**src/hdl/spi_pkg.sv**
```systemverilog
package spi_pkg;

    //////////////////////////////////////////////////////////////////////
    // word and divider sizing
    localparam int data_w = 8;                  // bits per spi transfer
    localparam int div_w  = 2;                  // sclk divider code
    localparam int bit_w  = $clog2(data_w);     // engine bit counter

    //////////////////////////////////////////////////////////////////////
    // queues and credits
    localparam int cmd_depth   = 4;
    localparam int cmd_ptr_w   = $clog2(cmd_depth);
    localparam int cmd_cnt_w   = $clog2(cmd_depth + 1);
    localparam int rx_depth    = 4;                      // also the reset credit count
    localparam int rx_ptr_w    = $clog2(rx_depth);
    localparam int rx_credit_w = $clog2(rx_depth + 1);   // holds 0 up to rx_depth

    //////////////////////////////////////////////////////////////////////
    // sclk half period in sck cycles, indexed by divider code
    // code 0 gives sck/4 and code 3 gives sck/32
    localparam int half_w = 5;
    localparam logic [half_w-1:0] half_period [4] = '{5'd2, 5'd4, 5'd8, 5'd16};

    // fill for shifted-out positions and idle mosi level
    localparam logic [data_w-1:0] idle_word = '1;

    // shift engine states
    localparam int st_w = 2;
    localparam logic [st_w-1:0] st_idle   = 2'b00;
    localparam logic [st_w-1:0] st_shift  = 2'b10;
    localparam logic [st_w-1:0] st_finish = 2'b11;

endpackage
```
**src/hdl/spi_xfer_if.sv**
```systemverilog
interface spi_xfer_if;

    import spi_pkg::*;

    // issue fields are valid with start
    logic              start;       // one cycle pulse only while credit is held
    logic [data_w-1:0] tx_byte;     // byte to shift out on mosi
    logic              msb_first;   // bit order of this transfer
    logic [div_w-1:0]  div;         // sclk divider code

    // completion side
    logic              done;        // one cycle pulse that returns engine credit
    logic [data_w-1:0] rx_byte;     // qualified by done

    // command queue end
    modport issuer (
        output start,
        output tx_byte,
        output msb_first,
        output div,
        input  done
    );

    // shift engine end
    modport engine (
        input  start,
        input  tx_byte,
        input  msb_first,
        input  div,
        output done,
        output rx_byte
    );

endinterface

```
**src/hdl/spi_master_top.sv**
```systemverilog
module spi_master_top (
    input  logic                       sck,
    input  logic                       clr,
    // host command side
    input  logic                       cmd_push,
    input  logic [spi_pkg::data_w-1:0] cmd_data,
    input  logic                       cmd_msb,
    input  logic [spi_pkg::div_w-1:0]  cmd_div,
    output logic                       cmd_full,
    // host receive side
    input  logic                       rx_pop,
    output logic [spi_pkg::data_w-1:0] rx_data,
    output logic                       rx_empty,
    // spi pins
    input  logic                       miso,
    output logic                       ss,
    output logic                       sclk,
    output logic                       mosi
);

    logic rx_credit;       // pop credit back to the issuer

    spi_xfer_if xfer ();   // issue and completion between queue and engine

    //////////////////////////////////////////////////////////////////////
    // command queue issues under engine and receive credits
    spi_cmd_queue i_cmd_queue (
        .sck       (sck),
        .clr       (clr),
        .cmd_push  (cmd_push),
        .cmd_data  (cmd_data),
        .cmd_msb   (cmd_msb),
        .cmd_div   (cmd_div),
        .cmd_full  (cmd_full),
        .rx_credit (rx_credit),
        .xfer      (xfer.issuer)
    );

    // one mode-3 byte per start
    spi_shift_engine i_shift_engine (
        .sck  (sck),
        .clr  (clr),
        .xfer (xfer.engine),
        .miso (miso),
        .ss   (ss),
        .sclk (sclk),
        .mosi (mosi)
    );

    // received bytes wait here for the host
    spi_rx_queue i_rx_queue (
        .sck       (sck),
        .clr       (clr),
        .done      (xfer.done),
        .rx_byte   (xfer.rx_byte),
        .rx_pop    (rx_pop),
        .rx_data   (rx_data),
        .rx_empty  (rx_empty),
        .rx_credit (rx_credit)
    );

endmodule

```
**src/hdl/spi_rx_queue.sv**
```systemverilog
module spi_rx_queue (
    input  logic                       sck,
    input  logic                       clr,
    input  logic                       done,
    input  logic [spi_pkg::data_w-1:0] rx_byte,
    input  logic                       rx_pop,
    output logic [spi_pkg::data_w-1:0] rx_data,
    output logic                       rx_empty,
    output logic                       rx_credit
);

    import spi_pkg::*;

    logic [data_w-1:0]      mem [rx_depth];
    logic [rx_ptr_w-1:0]    wr_ptr;
    logic [rx_ptr_w-1:0]    rd_ptr;
    logic [rx_credit_w-1:0] fill;         // bytes waiting for the host
    logic                   pop_ok;

    assign rx_empty = (fill == '0);
    assign pop_ok   = rx_pop && !rx_empty;
    assign rx_data  = mem[rd_ptr];          // head always visible

    //////////////////////////////////////////////////////////////////////
    // write side
    // a credit was spent before the transfer so a slot is always free
    always_ff @(posedge sck) begin
        if (done)
            mem[wr_ptr] <= rx_byte;
    end

    //////////////////////////////////////////////////////////////////////
    // pointers, fill and credit return
    always_ff @(posedge sck or posedge clr) begin
        if (clr) begin
            wr_ptr    <= '0;
            rd_ptr    <= '0;
            fill      <= '0;
            rx_credit <= 1'b0;
        end else begin
            rx_credit <= pop_ok;            // one slot freed per pop
            if (done)
                wr_ptr <= wr_ptr + 1'b1;
            if (pop_ok)
                rd_ptr <= rd_ptr + 1'b1;
            case ({done, pop_ok})
                2'b10:   fill <= fill + 1'b1;
                2'b01:   fill <= fill - 1'b1;
                default: fill <= fill;      // write and pop together
            endcase
        end
    end

endmodule

```
**src/hdl/spi_shift_engine.sv**
```systemverilog
module spi_shift_engine (
    input  logic       sck,
    input  logic       clr,
    spi_xfer_if.engine xfer,
    input  logic       miso,
    output logic       ss,
    output logic       sclk,
    output logic       mosi
);

    import spi_pkg::*;

    logic [st_w-1:0]   state;

    // latched at start
    logic [half_w-1:0] hp;          // half period for this transfer
    logic              msb_first;

    // shift registers
    logic [data_w-1:0] tx_sr;       // current bit sits at the output end
    logic [data_w-1:0] rx_sr;

    // timing
    logic [half_w-1:0] half_cnt;
    logic [bit_w-1:0]  bit_cnt;     // rising edges seen so far

    logic              load;
    logic              half_end;
    logic              fall;
    logic              rise;
    logic              shift_out;
    logic              last_bit;

    //////////////////////////////////////////////////////////////////////
    // edge strobes
    // sclk is a register so the edge happens at the sck edge that toggles it

    assign load     = (state == st_idle) && xfer.start;
    assign half_end = (state == st_shift) && (half_cnt == hp - 1'b1);
    assign fall     = half_end && sclk;                  // high going low
    assign rise     = half_end && !sclk;                 // low going high

    // first bit already on mosi since start so the first fall keeps it
    assign shift_out = fall && (bit_cnt != '0);

    assign last_bit = rise && (bit_cnt == bit_w'(data_w - 1));

    assign xfer.rx_byte = rx_sr;                         // stable while done is high

    //////////////////////////////////////////////////////////////////////
    // control FSM and pins
    always_ff @(posedge sck or posedge clr) begin
        if (clr) begin
            state     <= st_idle;
            half_cnt  <= '0;
            bit_cnt   <= '0;
            sclk      <= 1'b1;                   // mode 3 idles high
            ss        <= 1'b1;
            mosi      <= idle_word[0];
            xfer.done <= 1'b0;
        end else begin
            xfer.done <= 1'b0;
            case (state)
                st_idle: begin
                    if (xfer.start) begin
                        state    <= st_shift;
                        half_cnt <= '0;
                        bit_cnt  <= '0;
                        ss       <= 1'b0;        // select for the whole byte
                        mosi     <= xfer.msb_first ? xfer.tx_byte[data_w-1]
                                                   : xfer.tx_byte[0];
                    end
                end
                st_shift: begin
                    if (half_end) begin
                        half_cnt <= '0;
                        sclk     <= ~sclk;
                    end else begin
                        half_cnt <= half_cnt + 1'b1;
                    end
                    // next bit goes out after a falling edge
                    if (shift_out)
                        mosi <= msb_first ? tx_sr[data_w-2] : tx_sr[1];
                    if (rise)
                        bit_cnt <= bit_cnt + 1'b1;   // wraps after the last sample
                    if (last_bit)
                        state <= st_finish;
                end
                st_finish: begin
                    // one sck after the 8th rise so the slave sees a clean edge
                    state     <= st_idle;
                    ss        <= 1'b1;
                    mosi      <= idle_word[0];
                    xfer.done <= 1'b1;
                end
                default: begin
                    state <= st_idle;
                end
            endcase
        end
    end

    //////////////////////////////////////////////////////////////////////
    // transfer latches and shift registers
    always_ff @(posedge sck) begin
        if (load) begin
            tx_sr     <= xfer.tx_byte;
            rx_sr     <= idle_word;
            msb_first <= xfer.msb_first;
            hp        <= half_period[xfer.div];
        end else begin
            if (shift_out) begin
                // drop the bit just sent and fill with 1
                if (msb_first)
                    tx_sr <= {tx_sr[data_w-2:0], idle_word[0]};
                else
                    tx_sr <= {idle_word[0], tx_sr[data_w-1:1]};
            end
            if (rise) begin
                if (msb_first)
                    rx_sr <= {rx_sr[data_w-2:0], miso};   // enters at the bottom
                else
                    rx_sr <= {miso, rx_sr[data_w-1:1]};   // enters at the top
            end
        end
    end

endmodule

```
**src/hdl/spi_cmd_queue.sv**
```systemverilog
module spi_cmd_queue (
    input  logic                       sck,
    input  logic                       clr,
    input  logic                       cmd_push,
    input  logic [spi_pkg::data_w-1:0] cmd_data,
    input  logic                       cmd_msb,
    input  logic [spi_pkg::div_w-1:0]  cmd_div,
    output logic                       cmd_full,
    input  logic                       rx_credit,
    spi_xfer_if.issuer                 xfer
);

    import spi_pkg::*;

    // command storage with one array per field
    logic [data_w-1:0]      data_mem [cmd_depth];
    logic                   msb_mem  [cmd_depth];
    logic [div_w-1:0]       div_mem  [cmd_depth];

    logic [cmd_ptr_w-1:0]   wr_ptr;
    logic [cmd_ptr_w-1:0]   rd_ptr;
    logic [cmd_cnt_w-1:0]   count;        // entries held

    logic                   eng_credit;   // single engine credit
    logic [rx_credit_w-1:0] rx_cred;      // free slots in the receive queue

    logic                   push_ok;
    logic                   issue;

    assign cmd_full = (count == cmd_cnt_w'(cmd_depth));
    assign push_ok  = cmd_push && !cmd_full;            // push while full is dropped

    // both credits needed before a command leaves
    assign issue = (count != '0) && eng_credit && (rx_cred != '0);

    //////////////////////////////////////////////////////////////////////
    // storage write and issue payload
    always_ff @(posedge sck) begin
        if (push_ok) begin
            data_mem[wr_ptr] <= cmd_data;
            msb_mem[wr_ptr]  <= cmd_msb;
            div_mem[wr_ptr]  <= cmd_div;
        end
    end

    always_ff @(posedge sck) begin
        if (issue) begin                     // fields line up with start
            xfer.tx_byte   <= data_mem[rd_ptr];
            xfer.msb_first <= msb_mem[rd_ptr];
            xfer.div       <= div_mem[rd_ptr];
        end
    end

    //////////////////////////////////////////////////////////////////////
    // pointers, fill level and credits
    always_ff @(posedge sck or posedge clr) begin
        if (clr) begin
            wr_ptr     <= '0;
            rd_ptr     <= '0;
            count      <= '0;
            eng_credit <= 1'b1;
            rx_cred    <= rx_credit_w'(rx_depth);   // queue starts empty
            xfer.start <= 1'b0;
        end else begin
            xfer.start <= issue;                 // start one cycle after issue
            if (push_ok)
                wr_ptr <= wr_ptr + 1'b1;
            if (issue)
                rd_ptr <= rd_ptr + 1'b1;
            case ({push_ok, issue})
                2'b10:   count <= count + 1'b1;
                2'b01:   count <= count - 1'b1;
                default: count <= count;          // both or neither
            endcase
            // engine credit comes back with done
            if (issue)
                eng_credit <= 1'b0;
            else if (xfer.done)
                eng_credit <= 1'b1;
            // spent on issue and refunded on each host pop
            case ({rx_credit, issue})
                2'b10:   rx_cred <= rx_cred + 1'b1;
                2'b01:   rx_cred <= rx_cred - 1'b1;
                default: rx_cred <= rx_cred;
            endcase
        end
    end

endmodule

```
**config.mk**
```make
export PLATFORM = sky130hd
export DESIGN_NAME = spi_master_top
export DESIGN_NICKNAME = d
export VERILOG_FILES = /design/src/hdl/spi_pkg.sv /design/src/hdl/spi_xfer_if.sv /design/src/hdl/spi_master_top.sv /design/src/hdl/spi_rx_queue.sv /design/src/hdl/spi_shift_engine.sv /design/src/hdl/spi_cmd_queue.sv
export SDC_FILE = /design/constraint.sdc
export NUM_CORES = 1
export LEC_CHECK = 0
export ABC_AREA = 1
export BUFFER_PORTS_ARGS = -buffer_cell sky130_fd_sc_hd__buf_2
export CORE_ASPECT_RATIO = 0.8
export CORE_MARGIN = 2
export CORE_UTILIZATION = 43
export CTS_CLUSTER_SIZE = 40
export DETAILED_ROUTE_END_ITERATION = 10
export SYNTH_ARGS = -nofsm -noshare
export SYNTH_HDL_FRONTEND = slang
export SYNTH_SLANG_ARGS = --single-unit
```
**constraint.sdc**
```tcl
create_clock -name sck -period 3.1 [get_ports sck]
set_input_delay 0.31 -clock sck [delete_from_list [all_inputs] [get_ports sck]]
set_output_delay 0.31 -clock sck [all_outputs]
set_load 0.005 [all_outputs]
```
-- Word-level counts from Yosys, hierarchy flattened
Memories as Yosys holds them, arrays and structs flattened. A register that Yosys moved wholly into a read port is not among the register bits.
Index checks and enable logic that the tools add are counted.
W data, S select, Z words.
- memory bits (writable): 76
- input port bits: 16
- output and inout port bits: 13
- memories: 4
- register bits: 56
- muxes and demuxes: 33
- reduce and logical (&&, ||, !) cells: 32
- bitwise gates (word level): 2
- add/subtract/negate cells: 13
- $lt $le $gt $ge: 1
- equality and inequality tests: 15
- memory list (name ; depth ; width ; read ports ; clocked after Yosys merged registers in ; write ports ; RTL line ; RTL):
    i_cmd_queue.data_mem ; 4 ; 8 ; 1 ; 1 ; 1 ; spi_cmd_queue.sv:16 ; logic [data_w-1:0] data_mem [cmd_depth];
    i_rx_queue.mem ; 4 ; 8 ; 1 ; 0 ; 1 ; spi_rx_queue.sv:14 ; logic [data_w-1:0] mem [rx_depth];
    i_cmd_queue.div_mem ; 4 ; 2 ; 1 ; 1 ; 1 ; spi_cmd_queue.sv:18 ; logic [div_w-1:0] div_mem [cmd_depth];
    i_cmd_queue.msb_mem ; 4 ; 1 ; 1 ; 1 ; 1 ; spi_cmd_queue.sv:17 ; logic msb_mem [cmd_depth];
- operators by type and width (operator ; number):
    $mux W8 ; 4
    $pmux W3 S2 ; 4
    $mux W5 ; 4
    $reduce_bool A2 Y1 ; 7
    $add A3 B1 Y3 const B ; 4
    $mux W1 ; 12
    $reduce_bool A3 Y1 ; 4
    $bmux W5 S2 ; 1
    $eq A2 B2 Y1 const B ; 5
    $logic_and A1 B1 Y1 ; 10
    $pmux W5 S2 ; 1
    $sub A3 B1 Y3 const B ; 3
    $add A2 B1 Y2 const B ; 4
    $reduce_and A2 Y1 ; 4
    $eq A2 B1 Y1 const B ; 3
    $eq A3 B3 Y1 const B ; 2
    $mux W3 ; 2
    $ne A2 B1 Y1 const B ; 3
    $reduce_and A3 Y1 ; 2
    $add A5 B1 Y5 const B ; 1
    $eq A5 B5 Y1 ; 1
    $sub A5 B1 Y5 const B ; 1
    $mux W2 ; 2
    $pmux W2 S2 ; 1
    9 further kinds ; 11

-- Longest topological paths before layout
- depth in word-level cells: 7
- mapped depth: 12
- gate-level depth less buffers: 11

-- Modules after synthesis
From an unflattened synthesis, not the netlist that was laid out.
- cells, all modules: 576
- area, all modules: 6190.9 um2
- modules (own cells, without submodules) (module ; area each (um2) ; instances ; cells an instance):
    spi_cmd_queue ; 2668.8 ; 1 ; 200
    spi_shift_engine ; 1770.4 ; 1 ; 224
    spi_rx_queue ; 1751.7 ; 1 ; 152

-- Worst setup path before layout
Ideal clock, no wire load.
- path type: register to register
- start point: register i_cmd_queue.rx_cred[2]
- end point: register i_cmd_queue.count[2]
- stages on the path, launching flop included: 11
- data arrival time: 2.103 ns
- required time: 2.969 ns
- period minus slack after synthesis: 2.234 ns
- path slack: 0.866 ns
- library setup time: 0.131 ns
- cells stage by stage: dfstp_2 -> inv_1 -> nand3_1 -> nand3_1 -> inv_1 -> ha_1 -> inv_1 -> fa_1 -> a21oi_1 -> o21ai_0 -> xor2_1
- longest elaborated chain between the ends: 4
- ends and longest elaborated chain (what ; RTL line ; RTL):
    from (decl) ; spi_cmd_queue.sv:25 ; logic [rx_credit_w-1:0] rx_cred;
    from (signal assigned) ; spi_cmd_queue.sv:62 ; rx_cred <= rx_credit_w'(rx_depth);
    from (signal assigned) ; spi_cmd_queue.sv:82 ; 2'b10: rx_cred <= rx_cred + 1'b1;
    from (signal assigned) ; spi_cmd_queue.sv:83 ; 2'b01: rx_cred <= rx_cred - 1'b1;
    $reduce_bool A3 Y1 (*) ; spi_cmd_queue.sv:34 ; assign issue = (count != '0) && eng_credit && (rx_cred != '0);
    $logic_and A1 B1 Y1 (*) ; spi_cmd_queue.sv:34 ;
    net i_cmd_queue.issue ; spi_cmd_queue.sv:28 ; logic issue;
    $eq A2 B1 Y1 or $eq A2 B2 Y1 (tied branches) ; spi_cmd_queue.sv:70 ; case ({push_ok, issue})
    $pmux W3 S2 or $reduce_bool A2 Y1 (tied branches) ; - ;
    to (signal assigned) ; spi_cmd_queue.sv:71 ; 2'b10: count <= count + 1'b1;
    to (signal assigned) ; spi_cmd_queue.sv:72 ; 2'b01: count <= count - 1'b1;
    to (signal assigned) ; spi_cmd_queue.sv:73 ; default: count <= count;
    to (decl) ; spi_cmd_queue.sv:22 ; logic [cmd_cnt_w-1:0] count;
The timed path passes the listed nets; every way through them passes the cells marked *.
A chain may end at the register's enable or synchronous reset.

-- Worst setup path after layout
- start point: register i_rx_queue.rd_ptr[0]
- end point: output rx_data[3] (netlist bit)
- longest elaborated chain between the ends: 1
- ends and longest elaborated chain (what ; RTL line ; RTL):
    from (decl) ; spi_rx_queue.sv:16 ; logic [rx_ptr_w-1:0] rd_ptr;
    from (signal assigned) ; spi_rx_queue.sv:45 ; rd_ptr <= rd_ptr + 1'b1;
    $mem_v2 Z4 W8 ; - ;
    to (decl) ; spi_master_top.sv:12 ; output logic [spi_pkg::data_w-1:0] rx_data,
No other way between the ends.

==> metrics.txt <==
TritonRoute pass-1 iters=4; DRC violation count after routing=0; via density per instance=between 4 and 5; top-area cell type share of the netlist area=49.5%; post-detailed-route wirelength per cell=14.2 µm; Setup Slack @ Placement=~0.78 ns; maximum number of pins on one net before global-route repair=32; largest area contributor in the netlist=edfxtp_1; Nets=between 600 and 700; highest fanout seen on the critical path=19; number of buffers created by CTS=17; synthesized cell area=just over 6000 µm²; total number of vias=3761; crit-path leading delay family=flip-flops; final-layout setup total negative slack=0 ns; dominant cells by area after synthesis=edfxtp_1 50%, dfrtp_1 12%, o21ai_0 5.2%; count of H-tree levels built during CTS=4; clock slew seen by the registers of the worst setup and hold paths=about 0.060 ns; peak ir drop on the vdd network=slightly above 0.4 mV; unrepaired setup endpoints after global routing=false; path class of the lowest-slack min-delay path=in -> async; number of I/O pins=29; starting density of the core=approximately 44%; area growth from synthesis to layout=14.5%; status=finished clean; CTS tree=yes; Die W=around 140 µm; area after detailed placement=about 6400 µm²; CP Data Arrival Time=2.09 ns; worst setup path startpoint=i_rx_queue.rd_ptr[0]$_DFFE_PP0N_; number of setup buffers added after CTS=0; HPWL Detailed=about 7000 µm; post-route total power=between 4 and 5 mW; Placement Rows=38; Skew-Pair Late Insertion Delay=about 0.42 ns; first-pass GRT wire length=17900 µm; core occupancy in the finished layout=roughly half; final instance count without filler cells=~770; Largest stage delay, worst path=between 0.7 and 0.8 ns; share of post-route cells with drive strength above 1=a little over an eighth; number of DRC markers in iteration 0=253; Bufs on Longest Clock Path=2; required arrival time at the worst endpoint=about 2.8 ns; reg-to-reg startpoint=i_cmd_queue.rx_cred[2]$_DFFE_PP1P_; drt total wl=11000 µm; Final setup violation count=0; cell at the root of the clock tree=clkbuf_16; static leakage=2.92 nW; final cell area excluding filler cells=roughly 6900 µm²; share of synthesized area occupied by flip-flops and latches=approximately two thirds; Ys Warns=0; cells along the critical path=inv_1, o21ai_0, o22ai_1, buf_2; buffers and inverters on the worst path=2; relative slew slack=between 30% and 40%; post-cts repair resize count=0; worst hold-check slack=between 0.07 and 0.08 ns; Die Span Y=110 µm; max-slew violations=0; overall die area=roughly 15000 µm²; commonest cells after routing, fill and taps aside=100 x edfxtp_1, 78 x nand2_1, 68 x inv_1; number of unique standard cell types used by synthesis=28; Worst Skew=0.00974 ns; critical path startpoint category=register; most common library cell in the layout ignoring fill and taps=edfxtp_1; global routing usage summed across all routing layers=approximately 16%; maximum operating frequency=between 0.4 and 0.5 GHz; post-layout minimum cycle time=between 2 and 2.5 ns; number of cells in the design after placement=739; post-synthesis instance total=about 540; min setup slack post-route=0.697 ns; transition at the pin with the smallest max-transition slack=approximately 0.91 ns; GP Congestion=~0.77; CTS sink count=between 100 and 150; hold-fix buffers at CTS=0; final period utilization=between 70% and 80%; CP Capture Type=primary output; maxcap violations=0; Crit Path Category=reg -> out; Slowest-stage cell, CP=dfrtp_1; register bit count reported by yosys=approximately 140; Avg Inst Size Synth=about 11 µm²; IO buf count=28; core area=between 10000 and 15000 µm²; number of antenna violations at the first check in global routing=1; final hold vios=0; post-synthesis net count=577; vias in the first global route=between 3000 and 4000; residual overflow from global routing=0; Cell Pwr Density=around 650 nW/µm²; Antenna Nets Post-Route=0
-- metal layers --
layer	global-route usage [%]	share of wire, %	vias to the layer above
li1	-	-	1914
met1	20.5	47	1785
met2	25.7	48	54
met3	4.85	3.7	8
met4	6.99	1.2	0
met5	0	0	-
-- power breakdown --
part	internal [mW]	switching [mW]
logic	0.207	0.263
clock network	1.05	0.852
registers	2.08	0.0827
-- flip-flops by register name (all words and copies together), names as in the netlist, 3 cells and up --
name,flops
i_cmd_queue.data_mem,32
i_rx_queue.mem,32
i_cmd_queue.div_mem,8
i_cmd_queue.rx_cred,3
i_shift_engine.hp,4
i_cmd_queue.msb_mem,4
i_cmd_queue.count,3
i_shift_engine.tx_sr,8
i_shift_engine.xfer.rx_byte,8
i_cmd_queue.xfer.tx_byte,8
i_rx_queue.fill,3
i_shift_engine.half_cnt,5
i_shift_engine.bit_cnt,3
-- kinds of logic after synthesis --
kind of cell / after synthesis / share of synthesized area, %
compound gates: 98 / 8.54
fa+ha+maj: 19 / 4.29
flops: 142 / 66.3
xor+xnor: 17 / 2.46
simple gates: 178 / 12.5
buf+inv: 88 / 5.88
-- cell type report --
cell class / count / area [µm²]
multi-input cells: 312 / 1690
fillers: 1197 / 6700
flip-flops and latches: 142 / 4020
well taps: 180 / 225
clock buffers: 17 / 425
repair buffers: 36 / 200
diodes: 1 / 2.50
inverters: 69 / 259
clock inverters: 15 / 126
-- cell usage after synthesis --
master	count
nand3_2	3
nand2_2	1
buf_2	6
dfstp_2	5
clkinv_1	1
edfxtp_1	100
inv_1	68
dfxtp_1	8
buf_6	2
ha_1	16
o22ai_1	19
nand2_1	78
nor2_1	63
a31oi_1	1
nand2_4	1
xnor2_1	5
o21ai_0	63
nor3_1	2
a21oi_1	14
nand3_1	20
xor2_1	12
nor2_4	2
a211oi_1	1
clkbuf_1	10
fa_1	3
dfrtp_1	29
nand4_1	8
buf_4	1
-- worst paths after layout --
kind	to	slack, ns	cells after the start
min in group sck	i_cmd_queue.data_mem[2][5]$_DFFE_PP_	0.10	1
max in group asynchronous	i_shift_engine.sclk$_DFFE_PP1P_	2.23	3
max reg2reg	i_cmd_queue.rx_cred[2]$_DFFE_PP1P_	0.71	11
max	rx_data[3]	0.70	4
min	i_rx_queue.rd_ptr[1]$_DFFE_PP0N_	0.08	2
min reg2reg	i_cmd_queue.rx_cred[0]$_DFFE_PP0P_	0.48	1
Note: power is estimated with default switching activity, not from simulation.
